### src/rename_macros.svh
`ifndef RENAME_MACROS_SVH
`define RENAME_MACROS_SVH

// Register counts and widths of the rename core
`define ARCH_REGS      32
`define PHYS_REGS      48
`define PHYS_REG_WIDTH 6
`define FREE_DEPTH     16

`endif

### src/rename_pkg.sv
`include "rename_macros.svh"

package rename_pkg;

  typedef logic [31:0] word_t;
  typedef logic [4:0] arch_reg_t;
  typedef logic [`PHYS_REG_WIDTH-1:0] phys_reg_t;

  typedef enum logic [3:0] {
    ALU_ADD,
    ALU_SUB,
    ALU_SLL,
    ALU_SLT,
    ALU_SLTU,
    ALU_XOR,
    ALU_SRL,
    ALU_SRA,
    ALU_OR,
    ALU_AND
  } alu_cmd_t;

  // Second ALU operand source
  typedef enum logic {
    OP2_REG,
    OP2_IMM
  } op2_type_t;

endpackage

### src/pipe_ifs.sv
`timescale 1ns/1ps

// Decoded instruction, decode to rename
interface decode_if;
  logic                  valid;
  rename_pkg::arch_reg_t rs1;
  rename_pkg::arch_reg_t rs2;
  rename_pkg::arch_reg_t rd;
  rename_pkg::alu_cmd_t  alu_cmd;
  rename_pkg::op2_type_t op2_type;
  rename_pkg::word_t     imm;

  modport src(output valid, rs1, rs2, rd, alu_cmd, op2_type, imm);
  modport sink(input valid, rs1, rs2, rd, alu_cmd, op2_type, imm);
endinterface


### src/decode_stage.sv
`timescale 1ns/1ps

module decode_stage (
  input  logic              clk,
  input  logic              rst,
  input  rename_pkg::word_t instruction,
  input  logic              instr_valid,
  output rename_pkg::word_t pc,
  output logic              illegal_instr,
  decode_if.src             dec
);

  localparam logic [6:0] OPC_OP     = 7'b0110011;
  localparam logic [6:0] OPC_OP_IMM = 7'b0010011;

  logic [6:0]            opcode;
  logic [2:0]            funct3;
  logic [6:0]            funct7;
  logic                  legal;
  rename_pkg::alu_cmd_t  base_cmd;
  rename_pkg::alu_cmd_t  cmd;
  rename_pkg::op2_type_t op2_sel;

  assign opcode = instruction[6:0];
  assign funct3 = instruction[14:12];
  assign funct7 = instruction[31:25];

  // funct3 alone picks the operation class
  always_comb begin
    case (funct3)
      3'b000:  base_cmd = rename_pkg::ALU_ADD;
      3'b001:  base_cmd = rename_pkg::ALU_SLL;
      3'b010:  base_cmd = rename_pkg::ALU_SLT;
      3'b011:  base_cmd = rename_pkg::ALU_SLTU;
      3'b100:  base_cmd = rename_pkg::ALU_XOR;
      3'b101:  base_cmd = rename_pkg::ALU_SRL;
      3'b110:  base_cmd = rename_pkg::ALU_OR;
      default: base_cmd = rename_pkg::ALU_AND;
    endcase
  end

  always_comb begin
    legal   = 1'b0;
    cmd     = rename_pkg::ALU_ADD;
    op2_sel = rename_pkg::OP2_REG;
    case (opcode)
      OPC_OP: begin
        if (funct7 == 7'b0000000) begin
          legal = 1'b1;
          cmd   = base_cmd;
        end else if (funct7 == 7'b0100000 && funct3 == 3'b000) begin
          legal = 1'b1;
          cmd   = rename_pkg::ALU_SUB;
        end else if (funct7 == 7'b0100000 && funct3 == 3'b101) begin
          legal = 1'b1;
          cmd   = rename_pkg::ALU_SRA;
        end
      end
      OPC_OP_IMM: begin
        op2_sel = rename_pkg::OP2_IMM;
        cmd     = base_cmd;
        if (funct3 == 3'b001) begin
          legal = (funct7 == 7'b0000000);
        end else if (funct3 == 3'b101) begin
          legal = (funct7 == 7'b0000000) || (funct7 == 7'b0100000);
          if (funct7[5]) begin
            cmd = rename_pkg::ALU_SRA;
          end
        end else begin
          legal = 1'b1;
        end
      end
      default: legal = 1'b0;
    endcase
  end

  always_ff @(posedge clk) begin
    if (rst) begin
      pc            <= '0;
      illegal_instr <= 1'b0;
      dec.valid     <= 1'b0;
    end else begin
      if (instr_valid) begin
        pc <= pc + 32'd4;
      end
      illegal_instr <= instr_valid && !legal;
      dec.valid     <= instr_valid && legal;
    end
  end

  always_ff @(posedge clk) begin
    dec.rs1      <= instruction[19:15];
    dec.rs2      <= instruction[24:20];
    dec.rd       <= instruction[11:7];
    dec.alu_cmd  <= cmd;
    dec.op2_type <= op2_sel;
    dec.imm      <= {{20{instruction[31]}}, instruction[31:20]};
  end

endmodule

### src/flat_wrapper.sv
// flat-port wrapper written by rule: the top's interface ports become plain ports
module decode_stage_flat 
  (clk, rst, instruction, instr_valid, pc, illegal_instr, dec_valid, dec_rs1, dec_rs2, dec_rd, dec_alu_cmd, dec_op2_type, dec_imm);
  decode_if dec_i ();
  input  logic clk;
  input  logic rst;
  input  rename_pkg::word_t instruction;
  input  logic instr_valid;
  output rename_pkg::word_t pc;
  output logic illegal_instr;
  output wire logic [$bits(dec_i.valid)-1:0] dec_valid;
  output wire logic [$bits(dec_i.rs1)-1:0] dec_rs1;
  output wire logic [$bits(dec_i.rs2)-1:0] dec_rs2;
  output wire logic [$bits(dec_i.rd)-1:0] dec_rd;
  output wire logic [$bits(dec_i.alu_cmd)-1:0] dec_alu_cmd;
  output wire logic [$bits(dec_i.op2_type)-1:0] dec_op2_type;
  output wire logic [$bits(dec_i.imm)-1:0] dec_imm;
  assign dec_valid = dec_i.valid;
  assign dec_rs1 = dec_i.rs1;
  assign dec_rs2 = dec_i.rs2;
  assign dec_rd = dec_i.rd;
  assign dec_alu_cmd = dec_i.alu_cmd;
  assign dec_op2_type = dec_i.op2_type;
  assign dec_imm = dec_i.imm;
  decode_stage u_core (.clk(clk), .rst(rst), .instruction(instruction), .instr_valid(instr_valid), .pc(pc), .illegal_instr(illegal_instr), .dec(dec_i));
endmodule
### config.mk
export PLATFORM = sky130hd
export DESIGN_NAME = decode_stage_flat
export DESIGN_NICKNAME = d
export VERILOG_FILES = /design/src/rename_pkg.sv /design/src/pipe_ifs.sv /design/src/decode_stage.sv /design/src/flat_wrapper.sv
export VERILOG_INCLUDE_DIRS = /design/src
export SDC_FILE = /design/constraint.sdc
export NUM_CORES = 1
export LEC_CHECK = 0
export ABC_AREA = 1
export BUFFER_PORTS_ARGS = -buffer_cell sky130_fd_sc_hd__buf_2
export CAP_MARGIN = 10
export CORE_UTILIZATION = 45
export DETAILED_ROUTE_END_ITERATION = 10
export GPL_ROUTABILITY_DRIVEN = 0
export PLACE_DENSITY = 0.74
export SLEW_MARGIN = 20
export SYNTH_ARGS = -nofsm -noshare
export SYNTH_HDL_FRONTEND = slang
export SYNTH_SLANG_ARGS = --single-unit
### constraint.sdc
create_clock -name clk -period 2.93 [get_ports clk]
set_input_delay 0.586 -clock clk [delete_from_list [all_inputs] [get_ports clk]]
set_output_delay 0.586 -clock clk [all_outputs]
set_load 0.05 [all_outputs]
Yosys cells after proc, flatten, opt, wreduce, memory -nomap -nowiden
Cells that the tools add are included.

storage, ports and cells
  logic and storage cells = 42
  flip-flop bits (word level) = 66
  bits of input ports = 35

operators by class
  add/sub/neg operators = 1
  reductions and logical operators = 8
  multiplexer cells = 15
  equal/unequal tests = 9

operators by type and width
  operator                                                                count
  32-bit by 3-bit adder with 32-bit output (second input constant)        1
  4-bit one-hot mux with 7 select lines                                   1
  4-bit 2-to-1 mux                                                        5
  7-bit by 6-bit equality test with 1-bit output (second input constant)  2
  3-bit equality test (second input constant)                             3
  4-bit one-hot mux with 2 select lines                                   1
  7-bit by 5-bit equality test with 1-bit output (second input constant)  1
  7-bit logical NOT                                                       1
  3-bit by 2-bit equality test with 1-bit output (second input constant)  2
  1-bit 2-to-1 mux                                                        6
  1-bit logical AND                                                       4
  3-bit by 1-bit equality test with 1-bit output (second input constant)  1
  3-bit logical NOT                                                       1
  3-bit 2-to-1 mux                                                        1
  1-bit one-hot mux with 2 select lines                                   1
  1-bit logical NOT                                                       1
  1-bit logical OR                                                        1

Longest topological paths before layout
  depth after elaboration = 8
  gate-level depth with buffers = 9
  depth with buffers taken out = 9

Worst setup path before layout
OpenSTA, ideal clock, no wires.

  path type = register to output
  start = register, netlist name u_core.dec.imm[11]
  end = output dec_imm[12]
  setup slack = 1096 ps
  arrival time = 1248 ps
  cell stages (with the launch flop) = 2
  required time = 2344 ps
  path through = dfxtp_1 buf_4

RTL lines
  item              line                source
  end: declaration  flat_wrapper.sv:17  output wire logic [$bits(dec_i.imm)-1:0] dec_imm;

No word-level cell between the ends.

Worst setup path in the final report
  start = register, netlist name u_core.dec.imm[11]
  end = output dec_imm[31]

No word-level cell between the ends.

==> reports/qor.yml <==
place:
  dp_hpwl_um: 4500
  io_buffers: 118
  place_area_um2: 3110
grt:
  grt_max_degree: 26
  grt_pass1_wl_um: 9460
  antenna_found_initial: 0
  grt_pass1_vias: 2169
  grt_overflow: 0
  grtUsageTotal: 0.198
clock_network:
  htreeDepth: 3
  cts-root-buf: "clkbuf_8"
  cts.sinks: 59
  cts_buffers: 9
  post-cts-setup-buffers: 0
  cts_hold_buf: 0
  ctsResizeCount: 0
  clockBufferDepth: 2
  clk_pin_slew_worst_paths_ps: 60
  cts_tree: "yes"
  clock_latency_ps: 330
sta:
  rsz0062_at_grt: "false"
  tns_ps: 0
  fin_crit_sh: 0.638
  worst_clock_skew_ps: 4.75
  hold_violations: 0
  fmax_mhz: 535
  setup_viol: 0
  tightest_slew_ps: 756
  hold_slack_ps: 356
  slew_headroom: 0.496
  min_period_ps: 1870
  slew_violations: 0
layout:
  synthToLayoutAreaGrowth_pct: 24.3
  finalNetCount: 495
  nFillCells: 569
  diodes: 0
  drive_above_1_share: 0.324
  final_area_um2: 3290
  fin_util: 0.591
min_path:
  hold_start: "instruction[9]"
  holdPathStages: 1
  min_path_type: "in -> reg"
  worstHoldEndpoint: "u_core.dec.rd[2]"
routing:
  wl_per_cell_um: 10.9
  drt_iter0_drc: 164
  drt-total-wl_um: 5850
  avgViaCountPerCell: 4.74
  drcViolationCount: 0
  postRouteAntennaNets: 0
  dr.pass1.iters: 4
  vias: 2535
logic_synthesis:
  synth_area_per_cell_um2: 7.38
  yosysTopAreaCellShare: 0.446
  ys_types: 25
  syn-instance-count: 359
  synth-edff-count: 0
  synth_most_common_cell: "nand2_1"
  synth_flop_cell: "dfxtp_1"
  synth_top_area_cell: "dfxtp_1"
  async_flop_share: 0
  ys_top_cells_by_area: "dfxtp_1, nand2_1, buf_4"
  synth.yosys.seq_area_share: 0.446
  synth_area_um2: 2650
  synth_seq_cells: 59
  ys_warn_count: 0
  netlist_top_cells_count: "nand2_1, dfxtp_1, nor2_1"
setup_path:
  crit_start: "u_core.dec.imm[11]"
  criticalPathCategory: "reg -> out"
  cp_cell_sequence: "buf_2"
  cp_data_arrival_time_ps: 1280
  worst_path_max_delay_cell: "dfxtp_1"
  reg2reg_slack_ps: 1370
  cp_num_buf_inv: 1
  r2r-start: "u_core.pc[2]"
  rr_worst_depth: 8
  crit_path_max_incr_delay_ps: 600
  cp-start-kind: "flop"
  worstPathRequired_ps: 2340
  cp_max_fo: 21
  r2r_end: "u_core.pc[26]"
  worst_setup_path_end_kind: "primary output"
  crit_family: "flip-flops"
power_and_ir_drop:
  max-vdd-ir-drop_uv: 413
  total_power_uw: 1730
  p_per_area_nw_per_um2: 527
  leakage_uw: 0.00159
flow_run:
  maxCapViolations: 0
outcome:
  outcome: "finished, final reports clean"
floorplanning:
  placementRows: 27
  start_util: 0.475
  die_x_um: 78.7
  die_area_um2: 6200
  ios: 121
  die_h_um: 78.7
  coreArea_um2: 5570
## area by class of cell
| cell class | count | area [µm²] | share of cell area |
|---|---|---|---|
| tap | 72 | 90.1 | 0.0274 |
| sequential | 59 | 1180 | 0.359 |
| timing repair buffer | 118 | 591 | 0.179 |
| inverter | 40 | 150 | 0.0456 |
| multi-input combinational | 231 | 1100 | 0.335 |
| clock inverter | 2 | 10.0 | 0.00304 |
| clock buffer | 13 | 169 | 0.0513 |
## metal layers
layer,wire length (µm),track usage,vias to the layer above
li1,-,-,1307
met1,2540,0.236,1134
met2,2760,0.314,85
met3,462,0.0724,9
met4,94,0.0963,0
met5,0,0,-
## registers in the layout, indices dropped and copies added, names as in the netlist
signal	cells
u_core.dec.alu_cmd	4
u_core.dec.imm	8
u_core.dec.op2_type	1
u_core.dec.rd	5
u_core.dec.rs1	5
u_core.dec.rs2	4
u_core.dec.valid	1
u_core.illegal_instr	1
u_core.pc	30
## power by group
part	internal, µW	switching, µW	total (µW)	leakage (µW)
logic	51.8	187	239	0.00102
clock network	369	295	664	0.0000953
registers	822	9.96	832	0.000484
## through the flow
stage	instances	setup slack (ps)
finish	535	1060
global route	535	920
CTS	535	1030
detailed placement	520	1180
global placement	520	1240
floorplan	360	1100
## cell families after synthesis
family / Yosys count / share of synthesized area
and+or+nand+nor: 186 / 0.325
other: 1 / 0.00142
DFF: 59 / 0.446
AOI/OAI and AO/OA: 41 / 0.0803
xor gates and xnor gates: 1 / 0.00331
adders and majority gates: 1 / 0.00472
buffers and inverters: 70 / 0.139
## worst max-delay path by stage
stage | end | slack [ps] | cells after the start
detailed placement | u_core.pc[7] | 1180 | 4
CTS | dec_imm[22] | 1030 | 1
floorplan | dec_imm[12] | 1100 | 1
global placement | u_core.pc[25] | 1240 | 8
global route | dec_imm[14] | 920 | 1
finish | dec_imm[31] | 1060 | 1
## layout by cell type (no fill, tap or decap)
cell type / instances
or2_1: 1
nand2_4: 1
nor3_2: 3
a21oi_1: 22
nand3_4: 2
conb_1: 2
nor3_1: 6
nand3_1: 19
inv_1: 40
nand2_2: 2
nor2_2: 6
xor2_1: 1
o21ai_0: 16
clkbuf_8: 12
buf_2: 118
nor3b_1: 1
clkbuf_1: 1
ha_1: 1
nor2_1: 47
o21a_1: 3
nand2_1: 86
nand3b_1: 1
nand4_1: 7
dfxtp_1: 59
nor2_4: 4
clkinv_2: 2
Power figures use the tool's default switching activity.
