`src/rename_macros.svh`:
```
`ifndef RENAME_MACROS_SVH
`define RENAME_MACROS_SVH

// Register counts and widths of the rename core
`define ARCH_REGS      32
`define PHYS_REGS      48
`define PHYS_REG_WIDTH 6
`define FREE_DEPTH     16

`endif

```
`src/rename_pkg.sv`:
```
`include "rename_macros.svh"

package rename_pkg;

  typedef logic [31:0] word_t;
  typedef logic [4:0] arch_reg_t;
  typedef logic [`PHYS_REG_WIDTH-1:0] phys_reg_t;

  typedef enum logic [3:0] {
    ALU_ADD,
    ALU_SUB,
    ALU_SLL,
    ALU_SLT,
    ALU_SLTU,
    ALU_XOR,
    ALU_SRL,
    ALU_SRA,
    ALU_OR,
    ALU_AND
  } alu_cmd_t;

  // Second ALU operand source
  typedef enum logic {
    OP2_REG,
    OP2_IMM
  } op2_type_t;

endpackage

```
`src/pipe_ifs.sv`:
```
`timescale 1ns/1ps

// Decoded instruction, decode to rename
interface decode_if;
  logic                  valid;
  rename_pkg::arch_reg_t rs1;
  rename_pkg::arch_reg_t rs2;
  rename_pkg::arch_reg_t rd;
  rename_pkg::alu_cmd_t  alu_cmd;
  rename_pkg::op2_type_t op2_type;
  rename_pkg::word_t     imm;

  modport src(output valid, rs1, rs2, rd, alu_cmd, op2_type, imm);
  modport sink(input valid, rs1, rs2, rd, alu_cmd, op2_type, imm);
endinterface

// Renamed micro-op, rename to execute
interface uop_if;
  logic                  valid;
  rename_pkg::alu_cmd_t  alu_cmd;
  rename_pkg::phys_reg_t prs1;
  rename_pkg::phys_reg_t prs2;
  rename_pkg::op2_type_t op2_type;
  rename_pkg::word_t     imm;
  rename_pkg::phys_reg_t prd;
  rename_pkg::phys_reg_t old_prd;
  rename_pkg::arch_reg_t rd;

  modport src(output valid, alu_cmd, prs1, prs2, op2_type, imm, prd, old_prd, rd);
  modport sink(input valid, alu_cmd, prs1, prs2, op2_type, imm, prd, old_prd, rd);
endinterface

```
`src/free_list.sv`:
```
`timescale 1ns/1ps
`include "rename_macros.svh"

module free_list (
  input  logic                  clk,
  input  logic                  rst,
  input  logic                  push,
  input  rename_pkg::phys_reg_t push_reg,
  input  logic                  pop,
  output rename_pkg::phys_reg_t pop_reg
);

  localparam int PTR_W = $clog2(`FREE_DEPTH);

  rename_pkg::phys_reg_t slots [`FREE_DEPTH];
  logic [PTR_W-1:0]      head;
  logic [PTR_W-1:0]      tail;
  logic [PTR_W:0]        count;
  logic                  do_push;
  logic                  do_pop;

  assign do_push = push && (count != `FREE_DEPTH);
  assign do_pop  = pop && (count != '0);
  assign pop_reg = slots[head];

  always_ff @(posedge clk) begin
    if (rst) begin
      head  <= '0;
      tail  <= '0;
      count <= `FREE_DEPTH;
      // Every register above the architectural set starts free
      for (int i = 0; i < `FREE_DEPTH; i++) begin
        slots[i] <= rename_pkg::phys_reg_t'(`ARCH_REGS + i);
      end
    end else begin
      if (do_push) begin
        slots[tail] <= push_reg;
        tail        <= tail + 1'b1;
      end
      if (do_pop) begin
        head <= head + 1'b1;
      end
      case ({do_push, do_pop})
        2'b10:   count <= count + 1'b1;
        2'b01:   count <= count - 1'b1;
        default: count <= count;
      endcase
    end
  end

endmodule

```
`src/rename_unit.sv`:
```
`timescale 1ns/1ps
`include "rename_macros.svh"

module rename_unit (
  input logic                  clk,
  input logic                  rst,
  decode_if.sink               dec,
  uop_if.src                   uop,
  input logic                  free_valid,
  input rename_pkg::phys_reg_t free_reg
);

  rename_pkg::phys_reg_t map_table [`ARCH_REGS];
  rename_pkg::phys_reg_t new_prd;
  logic                  alloc;

  // x0 never allocates
  assign alloc = dec.valid && (dec.rd != '0);

  free_list u_free_list (
    .clk,
    .rst,
    .push     (free_valid),
    .push_reg (free_reg),
    .pop      (alloc),
    .pop_reg  (new_prd)
  );

  // Identity map after reset, entry 0 stays pinned to physical 0
  always_ff @(posedge clk) begin
    if (rst) begin
      for (int i = 0; i < `ARCH_REGS; i++) begin
        map_table[i] <= rename_pkg::phys_reg_t'(i);
      end
    end else if (alloc) begin
      map_table[dec.rd] <= new_prd;
    end
  end

  always_ff @(posedge clk) begin
    if (rst) begin
      uop.valid <= 1'b0;
    end else begin
      uop.valid <= dec.valid;
    end
  end

  // Sources see the mapping from before this instruction
  always_ff @(posedge clk) begin
    uop.alu_cmd  <= dec.alu_cmd;
    uop.prs1     <= map_table[dec.rs1];
    uop.prs2     <= map_table[dec.rs2];
    uop.op2_type <= dec.op2_type;
    uop.imm      <= dec.imm;
    uop.prd      <= alloc ? new_prd : '0;
    uop.old_prd  <= map_table[dec.rd];
    uop.rd       <= dec.rd;
  end

endmodule

```
`src/flat_wrapper.sv`:
```
// flat-port wrapper written by rule: the top's interface ports become plain ports
module rename_unit_flat 
  (clk, rst, free_valid, free_reg, dec_valid, dec_rs1, dec_rs2, dec_rd, dec_alu_cmd, dec_op2_type, dec_imm, uop_valid, uop_alu_cmd, uop_prs1, uop_prs2, uop_op2_type, uop_imm, uop_prd, uop_old_prd, uop_rd);
  decode_if dec_i ();
  uop_if uop_i ();
  input logic clk;
  input logic rst;
  input logic free_valid;
  input rename_pkg::phys_reg_t free_reg;
  input wire logic [$bits(dec_i.valid)-1:0] dec_valid;
  input wire logic [$bits(dec_i.rs1)-1:0] dec_rs1;
  input wire logic [$bits(dec_i.rs2)-1:0] dec_rs2;
  input wire logic [$bits(dec_i.rd)-1:0] dec_rd;
  input wire logic [$bits(dec_i.alu_cmd)-1:0] dec_alu_cmd;
  input wire logic [$bits(dec_i.op2_type)-1:0] dec_op2_type;
  input wire logic [$bits(dec_i.imm)-1:0] dec_imm;
  output wire logic [$bits(uop_i.valid)-1:0] uop_valid;
  output wire logic [$bits(uop_i.alu_cmd)-1:0] uop_alu_cmd;
  output wire logic [$bits(uop_i.prs1)-1:0] uop_prs1;
  output wire logic [$bits(uop_i.prs2)-1:0] uop_prs2;
  output wire logic [$bits(uop_i.op2_type)-1:0] uop_op2_type;
  output wire logic [$bits(uop_i.imm)-1:0] uop_imm;
  output wire logic [$bits(uop_i.prd)-1:0] uop_prd;
  output wire logic [$bits(uop_i.old_prd)-1:0] uop_old_prd;
  output wire logic [$bits(uop_i.rd)-1:0] uop_rd;
  assign dec_i.valid = dec_valid;
  assign dec_i.rs1 = dec_rs1;
  assign dec_i.rs2 = dec_rs2;
  assign dec_i.rd = dec_rd;
  assign dec_i.alu_cmd = dec_alu_cmd;
  assign dec_i.op2_type = dec_op2_type;
  assign dec_i.imm = dec_imm;
  assign uop_valid = uop_i.valid;
  assign uop_alu_cmd = uop_i.alu_cmd;
  assign uop_prs1 = uop_i.prs1;
  assign uop_prs2 = uop_i.prs2;
  assign uop_op2_type = uop_i.op2_type;
  assign uop_imm = uop_i.imm;
  assign uop_prd = uop_i.prd;
  assign uop_old_prd = uop_i.old_prd;
  assign uop_rd = uop_i.rd;
  rename_unit u_core (.clk(clk), .rst(rst), .dec(dec_i), .uop(uop_i), .free_valid(free_valid), .free_reg(free_reg));
endmodule
```
`config.mk`:
```
export PLATFORM = sky130hd
export DESIGN_NAME = rename_unit_flat
export DESIGN_NICKNAME = d
export VERILOG_FILES = /design/src/rename_pkg.sv /design/src/pipe_ifs.sv /design/src/free_list.sv /design/src/rename_unit.sv /design/src/flat_wrapper.sv
export VERILOG_INCLUDE_DIRS = /design/src
export SDC_FILE = /design/constraint.sdc
export NUM_CORES = 1
export LEC_CHECK = 0
export BUFFER_PORTS_ARGS = -buffer_cell sky130_fd_sc_hd__buf_4
export CAP_MARGIN = 20
export CELL_PAD_IN_SITES_DETAIL_PLACEMENT = 0
export CELL_PAD_IN_SITES_GLOBAL_PLACEMENT = 1
export CORE_MARGIN = 3
export CORE_UTILIZATION = 45
export DETAILED_ROUTE_END_ITERATION = 12
export PLACE_DENSITY_LB_ADDON = 0.1
export SYNTH_ARGS = -nofsm -noshare
export SYNTH_HDL_FRONTEND = slang
export SYNTH_SLANG_ARGS = --single-unit
```
`constraint.sdc`:
```
create_clock -name clk -period 4.2 [get_ports clk]
set_input_delay 1.05 -clock clk [delete_from_list [all_inputs] [get_ports clk]]
set_output_delay 1.05 -clock clk [all_outputs]
set_load 0.01 [all_outputs]
```
# Word level (Yosys, flattened, before mapping)
# Memories as Yosys holds them, arrays and structs flattened. A register that Yosys moved wholly into a read port is not among the register bits.
# Cells that the tools add are included.
[word_totals]
regBits = 62
ram_bits = 288
in_bits = 62
output_inout_bits = 67
memories = 2
[op_classes]
addsub = 4
n_eq_ne = 3
n_mux = 17
reduce_logical = 8
[mem_list]
columns = ["name", "depth", "word_bits", "rd", "rd_ports_with_merged_regs", "wr", "line", "source"]
rows = [
  ["u_core.map_table", 32, 6, 3, 3, 32, "rename_unit.sv:13", "rename_pkg::phys_reg_t map_table [`ARCH_REGS];"],
  ["u_core.u_free_list.slots", 16, 6, 1, 1, 16, "free_list.sv:15", "rename_pkg::phys_reg_t slots [`FREE_DEPTH];"],
]
[op_table]
columns = ["op", "count"]
rows = [
  ["two-way mux 4 bit", 3],
  ["two-way mux 6 bit", 2],
  ["OR reduction 6 bit", 2],
  ["two-way mux 1 bit", 10],
  ["case mux 5 bit (2 select lines)", 1],
  ["nonzero test 5 bit", 2],
  ["adder 4 x 1 -> 4 bit, second input constant", 2],
  ["adder 5 x 1 -> 5 bit, second input constant", 1],
  ["two-way mux 5 bit", 1],
  ["!= test 5 bit, second input constant", 1],
  ["subtractor 5 x 1 -> 5 bit, second input constant", 1],
  ["logical AND 1 bit", 3],
  ["== test 2 x 1 -> 1 bit, second input constant", 1],
  ["== test 2 bit, second input constant", 1],
  ["nonzero test 2 bit", 1],
]

# Logic depth before layout (Yosys ltp)
[depth]
depth_word = 7
ltp_mapped = 13

# Hierarchy
# Synthesis repeated with hierarchy kept, for this count alone.
[hier_totals]
cells_unflattened = 1333
hier_area_um2 = 18687.9
[modules_own_cells]
columns = ["mod", "instances", "cells_per_inst", "area_each_um2", "seq_area_each_um2"]
rows = [
  ["rename_unit", 1, 918, 13376.6, 7106.8],
  ["free_list", 1, 415, 5311.3, 3223.1],
]

# Worst setup path before layout
# Ideal clock, no wire load.
[synth_path]
path_type = "input -> register"
start = "input port dec_rd[0]"
end = "register u_core.u_free_list.count[4]"
arrival_time_ns = 3.389
setup_slack_ns = 0.739
path_stages = 12
path_cell_list = "buf_2 nor2_1 a221oi_2 ha_1 clkbuf_1 xor2_1 ha_1 nand2b_1 nor4_1 a31oi_1 a21oi_1 mux2i_1"
[synth_between]
elab_chain_cells = 5
word_cells_on_any_way = 7
cone_classes = "2 x eq/ne; 1 x mux; 4 x reduce/logical"
[synth_lines]
columns = ["element", "line", "source"]
rows = [
  ["start: declaration", "flat_wrapper.sv:13", "input wire logic [$bits(dec_i.rd)-1:0] dec_rd;"],
  ["nonzero test 5 bit *", "rename_unit.sv:18", "assign alloc = dec.valid && (dec.rd != '0);"],
  ["logical AND 1 bit *", "rename_unit.sv:18", ""],
  ["logical AND 1 bit *", "free_list.sv:23", "assign do_pop = pop && (count != '0);"],
  ["via u_core.u_free_list.do_pop", "free_list.sv:20", "logic do_pop;"],
  ["== test 2 x 1 -> 1 bit / == test 2 bit (equally long branches)", "free_list.sv:43", "case ({do_push, do_pop})"],
  ["case mux 5 bit (2 select lines) / nonzero test 2 bit (equally long branches)", "--", ""],
  ["end signal: assignment", "free_list.sv:44", "2'b10: count <= count + 1'b1;"],
  ["end signal: assignment", "free_list.sv:45", "2'b01: count <= count - 1'b1;"],
  ["end signal: assignment", "free_list.sv:46", "default: count <= count;"],
  ["end: declaration", "free_list.sv:18", "logic [PTR_W:0] count;"],
]
# Mark *: on every way through the listed nets, which the timed path passes. The rest lies on a longest branch.
# A chain may end at the register's enable or synchronous reset.

# Worst setup path after layout
[layout_path]
start = "input port dec_rd[2]"
end = "register u_core.u_free_list.count[4]"
# The elaborated chain is that of the path after synthesis.

==> impl_metrics.py <==
metrics = {
    "sta": {
        "slew_headroom": 0.440,
        "slew_viol_final": 0,
        "finalSetupViolations": 0,
        "grt_setup_unrepaired": "no",
        "max_slew.worst_pin.slew_ns": 0.839,
        "totalNegativeSetupSlack_ns": 0,
        "timing_hold_violations_final": 0,
        "final_cycle_utilization_of_the_critical_path": 0.727,
        "finalWorstPathRequiredPeriod_ns": 3.05,
        "upper_clock_frequency_limit_mhz": 328,
        "fin_worst_skew_ns": 0.0254,
    },
    "critical_path": {
        "worstPathMaxFanout": 12,
        "depth_of_the_most_critical_reg_to_reg_path": 12,
        "required_time_worst_endpoint_ns": 4.69,
        "setup_cp_type": "in -> reg",
        "worstPathCellList": "buf_4, nor3_1, a221oi_2, ha_1, buf_4, xor2_1, ha_1, nand2b_1, nor4_1, a31oi_1, a21oi_1, mux2i_1",
        "cpLargestDelayFamily": "simple AND/OR/NAND/NOR gates",
        "worst_setup_path_startpoint": "dec_rd[2]",
        "source_of_the_worst_register_to_register_timing_path": "u_core.u_free_list.count[2]",
        "critPathLaunchType": "input pin",
        "cp_data_arrival_time_ns": 3.54,
        "cp.buffers_inverters": 2,
        "worstSetupPathDepth": 12,
        "reg2reg_setup_slack_ns": 1.19,
        "max_stage_delay_ns": 0.50,
        "reg2reg_to": "u_core.u_free_list.count[4]",
        "critical-path-slowest-cell": "nor3_1",
        "cp_capture_type": "flip-flop",
    },
    "grt": {
        "track_usage": 0.241,
        "grt_antenna_before_repair": 0,
        "first_global_vias": 11747,
        "grt_first_pass_wirelength_um": 77600,
        "largest_net_degree_at_the_start_of_global_routing": 56,
        "grt_remaining_overflow": 0,
    },
    "floorplan": {
        "die-width_um": 209,
        "die_h_um": 209,
        "design.die.area_um2": 43500,
        "rows": 73,
        "floorplan.core_area_um2": 40100,
        "io_pins": 129,
        "initial_core_util": 0.461,
    },
    "cts": {
        "number_of_clock_buffers_inserted_by_tritoncts": 42,
        "cts.path.max_buffers": 3,
        "ctsResizeCount": 0,
        "cts-hold-fix-buffers": 0,
        "ctsRootBufferMaster": "clkbuf_16",
        "clk_latency_ns": 0.58,
        "cts_tree": "built",
        "cts_max_level": 2,
        "post-cts-setup-buffer-count": 0,
        "clkSlewWorstSetupHoldPaths_ns": 0.06,
        "clock_sinks": 372,
    },
    "finish": {
        "layout.cells.most_common_list": "edfxtp_1, mux4_2, nor2_1, buf_4, nand2_1",
        "layout.filler_cells": 3306,
        "sequential_cell_area_um2": 10300,
        "fraction_of_final_layout_cells_sized_beyond_drive_strength_1": 0.330,
        "design_area_um2": 21300,
        "final_core_util": 0.532,
        "nets": 1439,
        "multi_input_logic_area_um2": 7670,
        "syn2layout_area_growth_pct": 15.5,
        "antenna_cells": 0,
        "mostFrequentLayoutCell": "edfxtp_1",
    },
    "min_path": {
        "holdPathStages": 2,
        "timing.hold.worst.start": "u_core.u_free_list.head[3]",
        "min_path_type": "reg -> reg",
        "worst_hold_path.endpoint": "u_core.u_free_list.head[3]",
    },
    "synthesis": {
        "postSynth.asyncResetShare": 0,
        "yosys_most_used_dff": "edfxtp_1",
        "netlist-cell-type-count": 54,
        "main_combinational_cell_family_by_area_after_synthesis": "multiplexers",
        "syn-cell-area_um2": 18500,
        "synthesis.yosys.warnings": 0,
        "yosys-mux-area-fraction": 0.252,
        "synth_seq_area_share": 0.559,
        "synth-seq-cells": 372,
        "synth-edff-count": 288,
        "synthCells": 1263,
        "xor_xnor_portion_of_the_synthesized_cell_area": 0.00379,
        "post_synth_fa_ha_maj_area_fraction": 0.00474,
        "area_fraction_in_compound_gates_after_synthesis": 0.0215,
        "syn-mean-instance-area_um2": 14.6,
        "post_synthesis_simple_gate_area_fraction": 0.129,
    },
    "routing": {
        "routed_via_count": 11462,
        "detail_route.drc_violations": 0,
        "post_drt_via_cell_ratio": 5.95,
        "drt_first_iter_violations": 1011,
        "route.final.wire_length_um": 52100,
        "wl_per_cell_um": 27.0,
        "drt.antenna.violating_nets": 0,
        "drt_pre_antenna_iters": 5,
    },
    "power": {
        "ir_drop_mv": 0.316,
        "net-switching-power_w": 0.00262,
        "power-per-cell-area_nw_per_um2": 445,
        "combinationalPowerShare": 0.167,
        "p_int_w": 0.00687,
        "total_leakage_power_nw": 6.91,
        "share_clk_of_total_power": 0.382,
        "swShare": 0.276,
        "power.sequential.fraction": 0.451,
    },
    "job": {
        "max_cap_viol_count": 0,
    },
    "place": {
        "place_congestion": 0.893,
        "numPortBuffers": 128,
        "post_dp_cell_area_um2": 20000,
        "detailed_place_hpwl_um": 36300,
    },
    "run_status": {
        "status": "completed",
    },
}
[Yosys cell counts (3+ instances only)]
cell / instances / share of area
edfxtp_1: 288 / 0.47
mux4_2: 182 / 0.22
nor2_1: 162 / 0.033
nand2_1: 110 / 0.022
dfxtp_1: 84 / 0.091
clkbuf_1: 55 / 0.011
nand2b_1: 54 / 0.018
and2_1: 53 / 0.018
or3_1: 32 / 0.011
buf_2: 28 / 0.0076
a22oi_1: 24 / 0.0098
nand3_1: 24 / 0.0065
mux2_2: 18 / 0.011
or2_2: 15 / 0.0051
nor3_1: 11 / 0.0030
mux2i_1: 10 / 0.0054
buf_1: 9 / 0.0018
ha_1: 7 / 0.0047
inv_1: 6 / 0.0012
nor4_1: 6 / 0.0020
o2111ai_1: 6 / 0.0028
o21ai_2: 6 / 0.0028
xor2_1: 6 / 0.0028
buf_4: 5 / 0.0020
buf_6: 5 / 0.0030
mux4_1: 5 / 0.0071
mux4_4: 5 / 0.0068
a21oi_1: 4 / 0.0011
nand3b_1: 4 / 0.0016
nor3b_1: 4 / 0.0016
and3b_1: 3 / 0.0014
nand4_1: 3 / 0.0010
or2_1: 3 / 0.0010
[how the worst max path moves through the flow]
stage / end / slack, ns
after floorplan: u_core.u_free_list.count[4] / 0.74
after global routing: u_core.u_free_list.count[4] / 0.81
after detailed placement: u_core.u_free_list.count[4] / 0.55
final: u_core.u_free_list.count[4] / 1.15
after global placement: u_core.u_free_list.count[4] / 0.56
after CTS: u_core.u_free_list.count[4] / 1.16
[sequential cells by signal, summed over array words and instances, names as in the netlist, 4 cells and up, named ones only]
name                      cells
u_core.map_table            192
u_core.u_free_list.count      5
u_core.u_free_list.head       4
u_core.u_free_list.slots     96
u_core.u_free_list.tail       4
u_core.uop.alu_cmd            4
u_core.uop.imm               32
u_core.uop.old_prd            6
u_core.uop.prd                6
u_core.uop.prs1               6
u_core.uop.prs2               6
u_core.uop.rd                 5
[power by group through the flow]
stage / logic (W) / clock network [W] / registers, W
6_report: 0.00159 / 0.00363 / 0.00428
5_1_grt: 0.00170 / 0.00384 / 0.00430
4_1_cts: 0.00161 / 0.00371 / 0.00428
3_5_place_dp: 0.00160 / 0 / 0.00436
3_3_place_gp: 0.00159 / 0 / 0.00435
2_1_floorplan: 0.00101 / 0 / 0.00430
[per-stage QoR]
| step | setup WS [ns] | hold WS (ns) | instances | total power [W] |
|---|---|---|---|---|
| 5_1_grt | 0.806 | 0.551 | 1928 | 0.00984 |
| 4_1_cts | 1.16 | 0.517 | 1928 | 0.00960 |
| 2_1_floorplan | 0.739 | 0.472 | 1268 | 0.00531 |
| 6_report | 1.15 | 0.508 | 1928 | 0.00949 |
| 3_5_place_dp | 0.552 | 0.501 | 1851 | 0.00596 |
| 3_3_place_gp | 0.557 | 0.490 | 1851 | 0.00595 |
[tightest hold or removal path: stages, from the launching register on]
cell	delay, ns
dfxtp_1	0.32
xor2_1	0.08
nor2_1	0.08
[per-layer routing]
metal	vias up	track usage	wire length, um
met5	-	0	0
met4	0	0.102	1980
met3	105	0.0506	4220
met2	521	0.387	25200
met1	5787	0.323	20700
li1	5049	-	-
[cell families (layout without fill, tap and decap cells)]
logic type / after synthesis / after routing
AND/OR/NAND/NOR: 491 / 491
flip-flops: 372 / 372
multiplexers: 220 / 220
buffers and inverters: 113 / 248
AO/OA/AOI/OAI: 51 / 51
XOR/XNOR: 8 / 8
adder cells (fa/ha/maj): 7 / 7
other: 1 / 6
[final cells by class]
class / count / area share
multi-input combinational: 783 / 0.360
clock inverter: 23 / 0.00997
clock buffer: 54 / 0.0539
timing repair buffer: 164 / 0.0601
inverter: 7 / 0.00123
tap: 525 / 0.0308
sequential: 372 / 0.484
Power figures use the tool's default switching activity.
