[src/rename_macros.svh]
`ifndef RENAME_MACROS_SVH
`define RENAME_MACROS_SVH

// Register counts and widths of the rename core
`define ARCH_REGS      32
`define PHYS_REGS      48
`define PHYS_REG_WIDTH 6
`define FREE_DEPTH     16

`endif

[src/rename_pkg.sv]
`include "rename_macros.svh"

package rename_pkg;

  typedef logic [31:0] word_t;
  typedef logic [4:0] arch_reg_t;
  typedef logic [`PHYS_REG_WIDTH-1:0] phys_reg_t;

  typedef enum logic [3:0] {
    ALU_ADD,
    ALU_SUB,
    ALU_SLL,
    ALU_SLT,
    ALU_SLTU,
    ALU_XOR,
    ALU_SRL,
    ALU_SRA,
    ALU_OR,
    ALU_AND
  } alu_cmd_t;

  // Second ALU operand source
  typedef enum logic {
    OP2_REG,
    OP2_IMM
  } op2_type_t;

endpackage

[src/pipe_ifs.sv]


// Renamed micro-op, rename to execute
interface uop_if;
  logic                  valid;
  rename_pkg::alu_cmd_t  alu_cmd;
  rename_pkg::phys_reg_t prs1;
  rename_pkg::phys_reg_t prs2;
  rename_pkg::op2_type_t op2_type;
  rename_pkg::word_t     imm;
  rename_pkg::phys_reg_t prd;
  rename_pkg::phys_reg_t old_prd;
  rename_pkg::arch_reg_t rd;

  modport src(output valid, alu_cmd, prs1, prs2, op2_type, imm, prd, old_prd, rd);
  modport sink(input valid, alu_cmd, prs1, prs2, op2_type, imm, prd, old_prd, rd);
endinterface

[src/exec_unit.sv]
`timescale 1ns/1ps

module exec_unit (
  input  logic                  clk,
  input  logic                  rst,
  uop_if.sink                   uop,
  output logic                  commit_valid,
  output rename_pkg::arch_reg_t commit_rd,
  output rename_pkg::word_t     commit_data,
  output logic                  free_valid,
  output rename_pkg::phys_reg_t free_reg
);

  rename_pkg::word_t     rf_data1;
  rename_pkg::word_t     rf_data2;
  rename_pkg::word_t     op1;
  rename_pkg::word_t     op2;
  rename_pkg::word_t     alu_out;
  rename_pkg::word_t     exe_result;

  // Read register, feeds the ALU
  logic                  rr_valid;
  rename_pkg::alu_cmd_t  rr_cmd;
  rename_pkg::word_t     rr_op1;
  rename_pkg::word_t     rr_op2;
  rename_pkg::phys_reg_t rr_prd;
  rename_pkg::phys_reg_t rr_old_prd;
  rename_pkg::arch_reg_t rr_rd;

  // Execute register, result waiting for writeback
  logic                  ex_valid;
  rename_pkg::word_t     ex_data;
  rename_pkg::phys_reg_t ex_prd;
  rename_pkg::phys_reg_t ex_old_prd;
  rename_pkg::arch_reg_t ex_rd;

  // Writeback register
  logic                  wb_valid;
  rename_pkg::word_t     wb_data;
  rename_pkg::phys_reg_t wb_prd;
  rename_pkg::phys_reg_t wb_old_prd;
  rename_pkg::arch_reg_t wb_rd;

  phys_regfile u_regfile (
    .clk,
    .rst,
    .raddr1 (uop.prs1),
    .raddr2 (uop.prs2),
    .rdata1 (rf_data1),
    .rdata2 (rf_data2),
    .we     (wb_valid),
    .waddr  (wb_prd),
    .wdata  (wb_data)
  );

  // Youngest producer wins
  function automatic rename_pkg::word_t bypass(input rename_pkg::phys_reg_t tag,
                                               input rename_pkg::word_t rf_val);
    if (rr_valid && rr_prd == tag) begin
      return exe_result;
    end
    if (ex_valid && ex_prd == tag) begin
      return ex_data;
    end
    return rf_val;
  endfunction

  always_comb begin
    op1 = bypass(uop.prs1, rf_data1);
    if (uop.op2_type == rename_pkg::OP2_IMM) begin
      op2 = uop.imm;
    end else begin
      op2 = bypass(uop.prs2, rf_data2);
    end
  end

  always_comb begin
    case (rr_cmd)
      rename_pkg::ALU_ADD:  alu_out = rr_op1 + rr_op2;
      rename_pkg::ALU_SUB:  alu_out = rr_op1 - rr_op2;
      rename_pkg::ALU_SLL:  alu_out = rr_op1 << rr_op2[4:0];
      rename_pkg::ALU_SLT:  alu_out = {31'b0, $signed(rr_op1) < $signed(rr_op2)};
      rename_pkg::ALU_SLTU: alu_out = {31'b0, rr_op1 < rr_op2};
      rename_pkg::ALU_XOR:  alu_out = rr_op1 ^ rr_op2;
      rename_pkg::ALU_SRL:  alu_out = rr_op1 >> rr_op2[4:0];
      rename_pkg::ALU_SRA:  alu_out = rename_pkg::word_t'($signed(rr_op1) >>> rr_op2[4:0]);
      rename_pkg::ALU_OR:   alu_out = rr_op1 | rr_op2;
      rename_pkg::ALU_AND:  alu_out = rr_op1 & rr_op2;
      default:              alu_out = '0;
    endcase
  end

  // A result bound for x0 is forced to zero
  assign exe_result = (rr_prd == '0) ? '0 : alu_out;

  always_ff @(posedge clk) begin
    if (rst) begin
      rr_valid <= 1'b0;
      ex_valid <= 1'b0;
      wb_valid <= 1'b0;
    end else begin
      rr_valid <= uop.valid;
      ex_valid <= rr_valid;
      wb_valid <= ex_valid;
    end
  end

  always_ff @(posedge clk) begin
    rr_cmd     <= uop.alu_cmd;
    rr_op1     <= op1;
    rr_op2     <= op2;
    rr_prd     <= uop.prd;
    rr_old_prd <= uop.old_prd;
    rr_rd      <= uop.rd;
    ex_data    <= exe_result;
    ex_prd     <= rr_prd;
    ex_old_prd <= rr_old_prd;
    ex_rd      <= rr_rd;
    wb_data    <= ex_data;
    wb_prd     <= ex_prd;
    wb_old_prd <= ex_old_prd;
    wb_rd      <= ex_rd;
  end

  assign commit_valid = wb_valid;
  assign commit_rd    = wb_rd;
  assign commit_data  = wb_data;

  // Previous mapping of rd is dead once this commits
  assign free_valid = wb_valid && (wb_rd != '0);
  assign free_reg   = wb_old_prd;

endmodule

[src/phys_regfile.sv]
`timescale 1ns/1ps
`include "rename_macros.svh"

module phys_regfile (
  input  logic                  clk,
  input  logic                  rst,
  input  rename_pkg::phys_reg_t raddr1,
  input  rename_pkg::phys_reg_t raddr2,
  output rename_pkg::word_t     rdata1,
  output rename_pkg::word_t     rdata2,
  input  logic                  we,
  input  rename_pkg::phys_reg_t waddr,
  input  rename_pkg::word_t     wdata
);

  rename_pkg::word_t regs [`PHYS_REGS];

  function automatic rename_pkg::word_t read_port(input rename_pkg::phys_reg_t addr);
    if (addr == '0) begin
      return '0;
    end
    // Same-cycle write is passed straight through
    if (we && waddr == addr) begin
      return wdata;
    end
    return regs[addr];
  endfunction

  always_comb begin
    rdata1 = read_port(raddr1);
    rdata2 = read_port(raddr2);
  end

  // Architectural state starts at zero
  always_ff @(posedge clk) begin
    if (rst) begin
      for (int i = 0; i < `PHYS_REGS; i++) begin
        regs[i] <= '0;
      end
    end else if (we && waddr != '0) begin
      regs[waddr] <= wdata;
    end
  end

endmodule

[src/flat_wrapper.sv]
// flat-port wrapper written by rule: the top's interface ports become plain ports
module exec_unit_flat 
  (clk, rst, commit_valid, commit_rd, commit_data, free_valid, free_reg, uop_valid, uop_alu_cmd, uop_prs1, uop_prs2, uop_op2_type, uop_imm, uop_prd, uop_old_prd, uop_rd);
  uop_if uop_i ();
  input  logic clk;
  input  logic rst;
  output logic commit_valid;
  output rename_pkg::arch_reg_t commit_rd;
  output rename_pkg::word_t commit_data;
  output logic free_valid;
  output rename_pkg::phys_reg_t free_reg;
  input wire logic [$bits(uop_i.valid)-1:0] uop_valid;
  input wire logic [$bits(uop_i.alu_cmd)-1:0] uop_alu_cmd;
  input wire logic [$bits(uop_i.prs1)-1:0] uop_prs1;
  input wire logic [$bits(uop_i.prs2)-1:0] uop_prs2;
  input wire logic [$bits(uop_i.op2_type)-1:0] uop_op2_type;
  input wire logic [$bits(uop_i.imm)-1:0] uop_imm;
  input wire logic [$bits(uop_i.prd)-1:0] uop_prd;
  input wire logic [$bits(uop_i.old_prd)-1:0] uop_old_prd;
  input wire logic [$bits(uop_i.rd)-1:0] uop_rd;
  assign uop_i.valid = uop_valid;
  assign uop_i.alu_cmd = uop_alu_cmd;
  assign uop_i.prs1 = uop_prs1;
  assign uop_i.prs2 = uop_prs2;
  assign uop_i.op2_type = uop_op2_type;
  assign uop_i.imm = uop_imm;
  assign uop_i.prd = uop_prd;
  assign uop_i.old_prd = uop_old_prd;
  assign uop_i.rd = uop_rd;
  exec_unit u_core (.clk(clk), .rst(rst), .uop(uop_i), .commit_valid(commit_valid), .commit_rd(commit_rd), .commit_data(commit_data), .free_valid(free_valid), .free_reg(free_reg));
endmodule
[config.mk]
export PLATFORM = sky130hd
export DESIGN_NAME = exec_unit_flat
export DESIGN_NICKNAME = d
export VERILOG_FILES = /design/src/rename_pkg.sv /design/src/pipe_ifs.sv /design/src/exec_unit.sv /design/src/phys_regfile.sv /design/src/flat_wrapper.sv
export VERILOG_INCLUDE_DIRS = /design/src
export SDC_FILE = /design/constraint.sdc
export NUM_CORES = 2
export LEC_CHECK = 0
export ABC_CLOCK_PERIOD_IN_PS = 4600
export BUFFER_PORTS_ARGS = -buffer_cell sky130_fd_sc_hd__buf_2
export CORE_MARGIN = 10
export CORE_UTILIZATION = 55
export CTS_BUF_LIST = sky130_fd_sc_hd__clkbuf_2 sky130_fd_sc_hd__clkbuf_4 sky130_fd_sc_hd__clkbuf_8
export DETAILED_ROUTE_END_ITERATION = 7
export PLACE_DENSITY_LB_ADDON = 0.15
export REMOVE_ABC_BUFFERS = 1
export SKIP_LAST_GASP = 1
export SLEW_MARGIN = 20
export SYNTH_ARGS = -nofsm -noshare
export SYNTH_HDL_FRONTEND = slang
export SYNTH_SLANG_ARGS = --single-unit
[constraint.sdc]
create_clock -name clk -period 4.6 [get_ports clk]
set_input_delay 0.23 -clock clk [delete_from_list [all_inputs] [get_ports clk]]
set_output_delay 0.23 -clock clk [all_outputs]
set_load 0.005 [all_outputs]
# After elaboration in Yosys (flattened, before gate mapping)
# Memories as Yosys holds them, arrays and structs flattened.
# Cells that the tools add are included.
dict set report totals {
  register_bits 186
  latchBits 0
  ramBits 1536
  romBits 0
  inputBits 69
  out_inout_bits 45
  mem_count 1
}
# name depth word_bits rd rd_ports_with_merged_regs wr line
set memory_table {}
lappend memory_table {u_core.u_regfile.regs 48 32 2 0 48 phys_regfile.sv:16} ;# rename_pkg::word_t regs [`PHYS_REGS];
dict set report op_classes {
  addsub 2
  n_mul 0
  div 0
  order_cmp 2
  n_eq_ne 15
  shift 3
  muxes 41
  n_bitwise 3
  n_reduce_logical 15
}
# operator n
set ops {}
lappend ops {{2-to-1 mux 32 bit} 19}
lappend ops {{case mux 32 bit (10 select lines)} 1}
lappend ops {{less-than comparator 32 bit} 2}
lappend ops {{== test 6 bit} 6}
lappend ops {{adder 32 bit} 1}
lappend ops {{bitwise AND 32 bit} 1}
lappend ops {{bitwise OR 32 bit} 1}
lappend ops {{OR reduction 32 bit} 1}
lappend ops {{<< shifter 32 x 5 -> 32 bit} 1}
lappend ops {{right shift 32 x 5 -> 32 bit} 1}
lappend ops {{>>> shifter 32 x 5 -> 32 bit} 1}
lappend ops {{subtractor 32 bit} 1}
lappend ops {{bitwise XOR 32 bit} 1}
lappend ops {{2-to-1 mux 1 bit} 20}
lappend ops {{zero test 6 bit} 3}
lappend ops {{== test 4 x 3 -> 1 bit, second input constant} 4}
lappend ops {{== test 4 x 2 -> 1 bit, second input constant} 2}
lappend ops {{== test 4 bit, second input constant} 2}
lappend ops {{logical AND 1 bit} 8}
lappend ops {{2-to-1 mux 6 bit} 1}
lappend ops {{nonzero test 6 bit} 1}
lappend ops {{nonzero test 5 bit} 1}
lappend ops {{== test 4 x 1 -> 1 bit, second input constant} 1}
lappend ops {{zero test 4 bit} 1}

# Longest topological paths before layout
dict set report depth {
  depth_word 9
  mapped_depth 16
  mapped_depth_nobuf 14
}

# Hierarchy
# From an unflattened synthesis, not the netlist that was laid out.
dict set report unflattened {
  hier_cells 9333
  hier_area_um2 122448.7
}
# mod instances cells_per_inst area_per_inst_um2 seq_area_each_um2
set by_module_without_submodules {}
lappend by_module_without_submodules {phys_regfile 1 7519 107662.0 61499.0}
lappend by_module_without_submodules {exec_unit 1 1814 14786.7 3723.6}

# Worst setup path after synthesis
# No wires, ideal clock.
dict set report synth_timing {
  path_type {reg2reg}
  from {register u_core.rr_op2[2]}
  to {register u_core.rr_op2[28]}
  t_arrival_ps 3830
  t_required_ps 4472
  path_slack_ps 642
  path_stages_with_launch 17
  path_buffers 4
  period_less_slack_ps 3958
  path_cell_list {dfxtp_1 inv_1 buf_2 buf_1 clkbuf_1 ha_1 buf_2 nor2b_2 nor3_1 o41a_4 a211oi_4 nor2_2 o31a_1 a2111oi_2 o31ai_1 a31oi_1 a21oi_1}
}
dict set report synth_between {
  elab_chain_cells 8
}
# item line
set synth_lines {}
lappend synth_lines {{start: declaration} exec_unit.sv:25} ;# rename_pkg::word_t rr_op2;
lappend synth_lines {{start signal: assignment} exec_unit.sv:111} ;# rr_op2 <= op2;
lappend synth_lines {{subtractor 32 bit, or another cell as far along} exec_unit.sv:80} ;# rename_pkg::ALU_SUB: alu_out = rr_op1 - rr_op2;
lappend synth_lines {{case mux 32 bit (10 select lines) *} exec_unit.sv:78} ;# case (rr_cmd)
lappend synth_lines {{2-to-1 mux 32 bit *} exec_unit.sv:94} ;# assign exe_result = (rr_prd == '0) ? '0 : alu_out;
lappend synth_lines {{2-to-1 mux 32 bit *} exec_unit.sv:59} ;# if (rr_valid && rr_prd == tag) begin
lappend synth_lines {{2-to-1 mux 32 bit} exec_unit.sv:62} ;# if (ex_valid && ex_prd == tag) begin
lappend synth_lines {{2-to-1 mux 32 bit} exec_unit.sv:65} ;# return rf_val;
lappend synth_lines {{2-to-1 mux 32 bit *} exec_unit.sv:62}
lappend synth_lines {{2-to-1 mux 32 bit *} exec_unit.sv:70} ;# if (uop.op2_type == rename_pkg::OP2_IMM) begin
lappend synth_lines {{net u_core.op2[28]} exec_unit.sv:17} ;# rename_pkg::word_t op2;
# Mark *: on every way through the listed nets, which the timed path passes. The rest lies on a longest branch. The select of a mux whose other input is x is not followed.
# A chain may end at the register's enable or synchronous reset.

# Final worst setup path
dict set report layout_timing {
  from {register u_core.rr_op2[0]}
  to {register u_core.rr_op2[1]}
}
# The elaborated chain is that of the path after synthesis.

==> key figures <==
Synthesis
  • Ys async rst share: 0%
  • Cell Area, Synth: roughly 120000 µm²
  • EDFF count, synth: 2048
  • Synthesis warning total: 0
  • Top-area cell type share of the netlist area: slightly above 50%
  • Register bit count reported by yosys: 2234
  • Synth area leader: edfxtp_1
  • Most used DFF post-synth: edfxtp_1
  • Synth area leaders: edfxtp_1 (51%), mux4_2 (21%), and2_1 (7.4%)
  • Netlist cell types: 95
  • Synthesized instance count: 8132
  • Register area share after synthesis: 54.2%
  • Syn avg cell area: 14.8 µm²

Global route
  • Tot GR Track Use: between 30% and 40%
  • Largest net degree at the start of global routing: 71
  • Gr ovfl total: 0
  • Initial antenna violation count: 49
  • Vias in the first global route: 82998
  • First-pass GRT wire length: 660000 µm

Drt
  • Routed via count: 84739
  • Pre-Repair DR Iteration Count: 6
  • Max Used Layer: met5
  • DR WL met2: 206000 µm
  • Routed WL per cell: roughly 41 µm
  • DRT met1 WL: roughly 170000 µm
  • Metal3 WL: 70800 µm
  • Drt drc: 0
  • Drt total wl: 481000 µm
  • Routed Antenna Nets: 0
  • Via density: 7.28
  • Initial DRC count: approximately 16000

Setup path
  • Worst path slowest cell: o21ai_0
  • Crit path DAT: 5.52 ns
  • CP Class: reg -> reg
  • Critical Path RT: between 5 and 6 ns
  • RR Endpoint: u_core.rr_op2[1]$_DFF_P_
  • Slowest stage delay, CP: 0.86 ns
  • Max FO, Critical Path: 33
  • Crit path top cell by count: mux2i_1
  • Critical path startpoint: u_core.rr_op2[0]$_DFF_P_
  • Cells along the critical path: buf_4, mux2i_1, nor2_1, a21oi_1, nand2_1, o31a_1, o211ai_1, mux2i_1, o21ai_0, a222oi_1, dlygate4sd3_1
  • CP startpoint kind: register
  • RR Startpoint: u_core.rr_op2[0]$_DFF_P_
  • CP Capture Type: register
  • CP Capture Point: u_core.rr_op2[1]$_DFF_P_
  • FF-to-FF path depth: 11
  • Reg2Reg Setup Slack: 0.09 ns

Final layout
  • Synth-to-Final Area Change: 12.3%
  • Fill cells: 16236
  • Most flop-heavy register: u_core.u_regfile.regs
  • Max reg flops: 2048
  • Layout cells sized above 1: between 30% and 40%
  • Fin util: just over 60%
  • Layout Nets: 8659

Clock tree
  • CTS buffer count: slightly below 400
  • Clock Pin Slew Worst Setup and Hold Paths: 0.06 ns
  • CTS sink cnt: ~2200
  • Clk root buf: clkbuf_8
  • Clk buf depth: 4
  • TritonCTS clock tree: done
  • CTS H-tree lvls: 5
  • Post-CTS Resized: 0
  • Clock latency on the worst-skew pair: about 1.2 ns

Power and ir drop
  • Combinational Power Share: 17.7%
  • Sw frac: 29.8%
  • Switching power: 0.0152 W
  • Total power per unit cell area: ~380 nW/µm²
  • Power Internal: 0.0359 W
  • Maximum VDD drop: 0.000387 V
  • Flop pwr share: 46.6%
  • Clock power frac: about 36%
  • Pleak: 48.3 nW

Placed design
  • Port Buf Inserts: 113
  • Final Wtd Congestion: a little over 1
  • DP Wirelength: 310000 µm

Die
  • Die height: roughly 490 µm
  • Die area: 238000 µm²
  • CORE AREA: around 220000 µm²
  • Row count: 171
  • Initial core utilization: roughly 55%
  • Chip Width: between 400 and 500 µm
  • IO Count: 114

Flow run
  • Max Cap Violations: 0

Outcome
  • Status: finished, final reports clean

Timing
  • # setup viols final: 0
  • Hold_ws: between 0.08 and 0.09 ns
  • RSZ-0062 raised after global routing: no
  • Final slew viol count: 0
  • Final Hold Viols: 0
  • Fmax: between 0.2 and 0.25 GHz
  • Worst Skew: 0.111 ns
  • Worst slew margin: 20.1%
  • Worst-margin pin slew: approximately 1.2 ns
  • Final TNS setup: 0 ns
  • Minimum clock period: around 4.5 ns
  • Final Cycle Share: 98.1%

Min path
  • Hold Crit Class: in -> reg
==> final cells by class <==
cell class | instances | area, µm² | area share (%)
Sequential cell | 2234 | 65300 | 48.3
Multi-Input combinational cell | 4968 | 51500 | 38.1
Timing Repair Buffer | 771 | 6910 | 5.11
Clock buffer | 543 | 6700 | 4.96
Tap cell | 2854 | 3570 | 2.64
Clock inverter | 133 | 749 | 0.554
Inverter | 123 | 467 | 0.345
Antenna cell | 18 | 45.0 | 0.0333
==> stage by stage <==
step / power, W / instance area, µm² / setup WS, ns / std cells
2_1_floorplan: 0.0281 / 117000 / -1.05 / 7325
3_3_place_gp: 0.0328 / 127000 / 0.185 / 10854
3_5_place_dp: 0.0328 / 127000 / 0.170 / 10854
4_1_cts: 0.0507 / 135000 / 0.313 / 11626
5_1_grt: 0.0523 / 135000 / 0.00150 / 11631
6_report: 0.0511 / 135000 / 0.0870 / 11644
==> worst min path at each step <==
stage / end / slack, ns / cells after the start / start
after floorplan: u_core.rr_cmd[0]$_DFF_P_ / 0.26 / 0 / uop_alu_cmd[0]
after global placement: u_core.free_reg[3]$_DFF_P_ / 0.31 / 0 / u_core.ex_old_prd[3]$_DFF_P_
after detailed placement: u_core.free_reg[0]$_DFF_P_ / 0.31 / 0 / u_core.ex_old_prd[0]$_DFF_P_
after CTS: u_core.rr_op2[29]$_DFF_P_ / 0.01 / 4 / uop_imm[29]
after global routing: u_core.rr_op2[15]$_DFF_P_ / 0.08 / 3 / uop_imm[15]
final: u_core.rr_op2[18]$_DFF_P_ / 0.08 / 3 / uop_imm[18]
==> cell families (layout without fill, tap and decap cells) <==
family,count (synthesis),count (layout),share of synthesized area (%)
AOI/OAI and AO/OA,1028,1028,5.88
xor gates and xnor gates,53,53,0.386
adders and majority gates,102,102,1.07
buffers and inverters,961,1570,3.56
DFF,2234,2234,54.2
muxes,1509,1509,24.3
other,1,50,0.00312
and+or+nand+nor,2244,2244,10.6
==> synth_stat cells (all sizes together), types with 150 or more instances <==
master	count
nor3	150
dfxtp	186
edfxtp	2048
o21ai	152
nor2	258
buf	295
clkbuf	543
mux2i	300
a21oi	268
mux4	1120
nand2	179
and2	1420
==> critical path, delay by kind of cell, from the launching register on <==
family | cells | cell delay [ns]
buf+inv | 2 | 1.22
simple gates | 2 | 0.17
mux | 2 | 0.64
compound gates | 5 | 1.87
flops | 1 | 0.53
==> cells in the final DEF (no fill, tap or decap), types with 58 or more instances in the layout <==
cell / instances
edfxtp_1: 2048
and2_1: 1420
mux4_2: 1120
buf_4: 479
clkbuf_8: 420
mux2i_1: 299
a21oi_1: 268
nor2_1: 192
nand2_1: 178
dfxtp_1: 152
nor3_1: 147
o21ai_0: 143
clkbuf_4: 123
inv_1: 116
buf_2: 102
ha_1: 100
dlygate4sd3_1: 96
mux2_2: 88
clkinv_1: 86
buf_12: 86
a221oi_1: 84
a211oi_1: 81
o22ai_1: 79
o211ai_1: 67
nor2_4: 63
o221ai_1: 58
==> metal layers <==
layer  global-route usage [%]  vias up
met1                     53.2    43185
li1                         -    32616
met4                     23.7       20
met2                     57.3     7486
met5                    0.604        -
met3                     12.4     1432
==> power by group through the flow <==
stage | combinational [W] | clock [W] | sequential (W)
CTS | 0.00874 | 0.0182 | 0.0238
detailed placement | 0.00864 | 0 | 0.0242
global route | 0.00924 | 0.0191 | 0.0239
floorplan | 0.00397 | 0 | 0.0242
finish | 0.00905 | 0.0182 | 0.0238
global placement | 0.00867 | 0 | 0.0241
==> repair_timing <==
item,4_1_cts,5_1_grt
setup buffers,0,0
hold endpoints to repair,75,0
hold buffers,96,0
(Power assumes the default switching activity.)
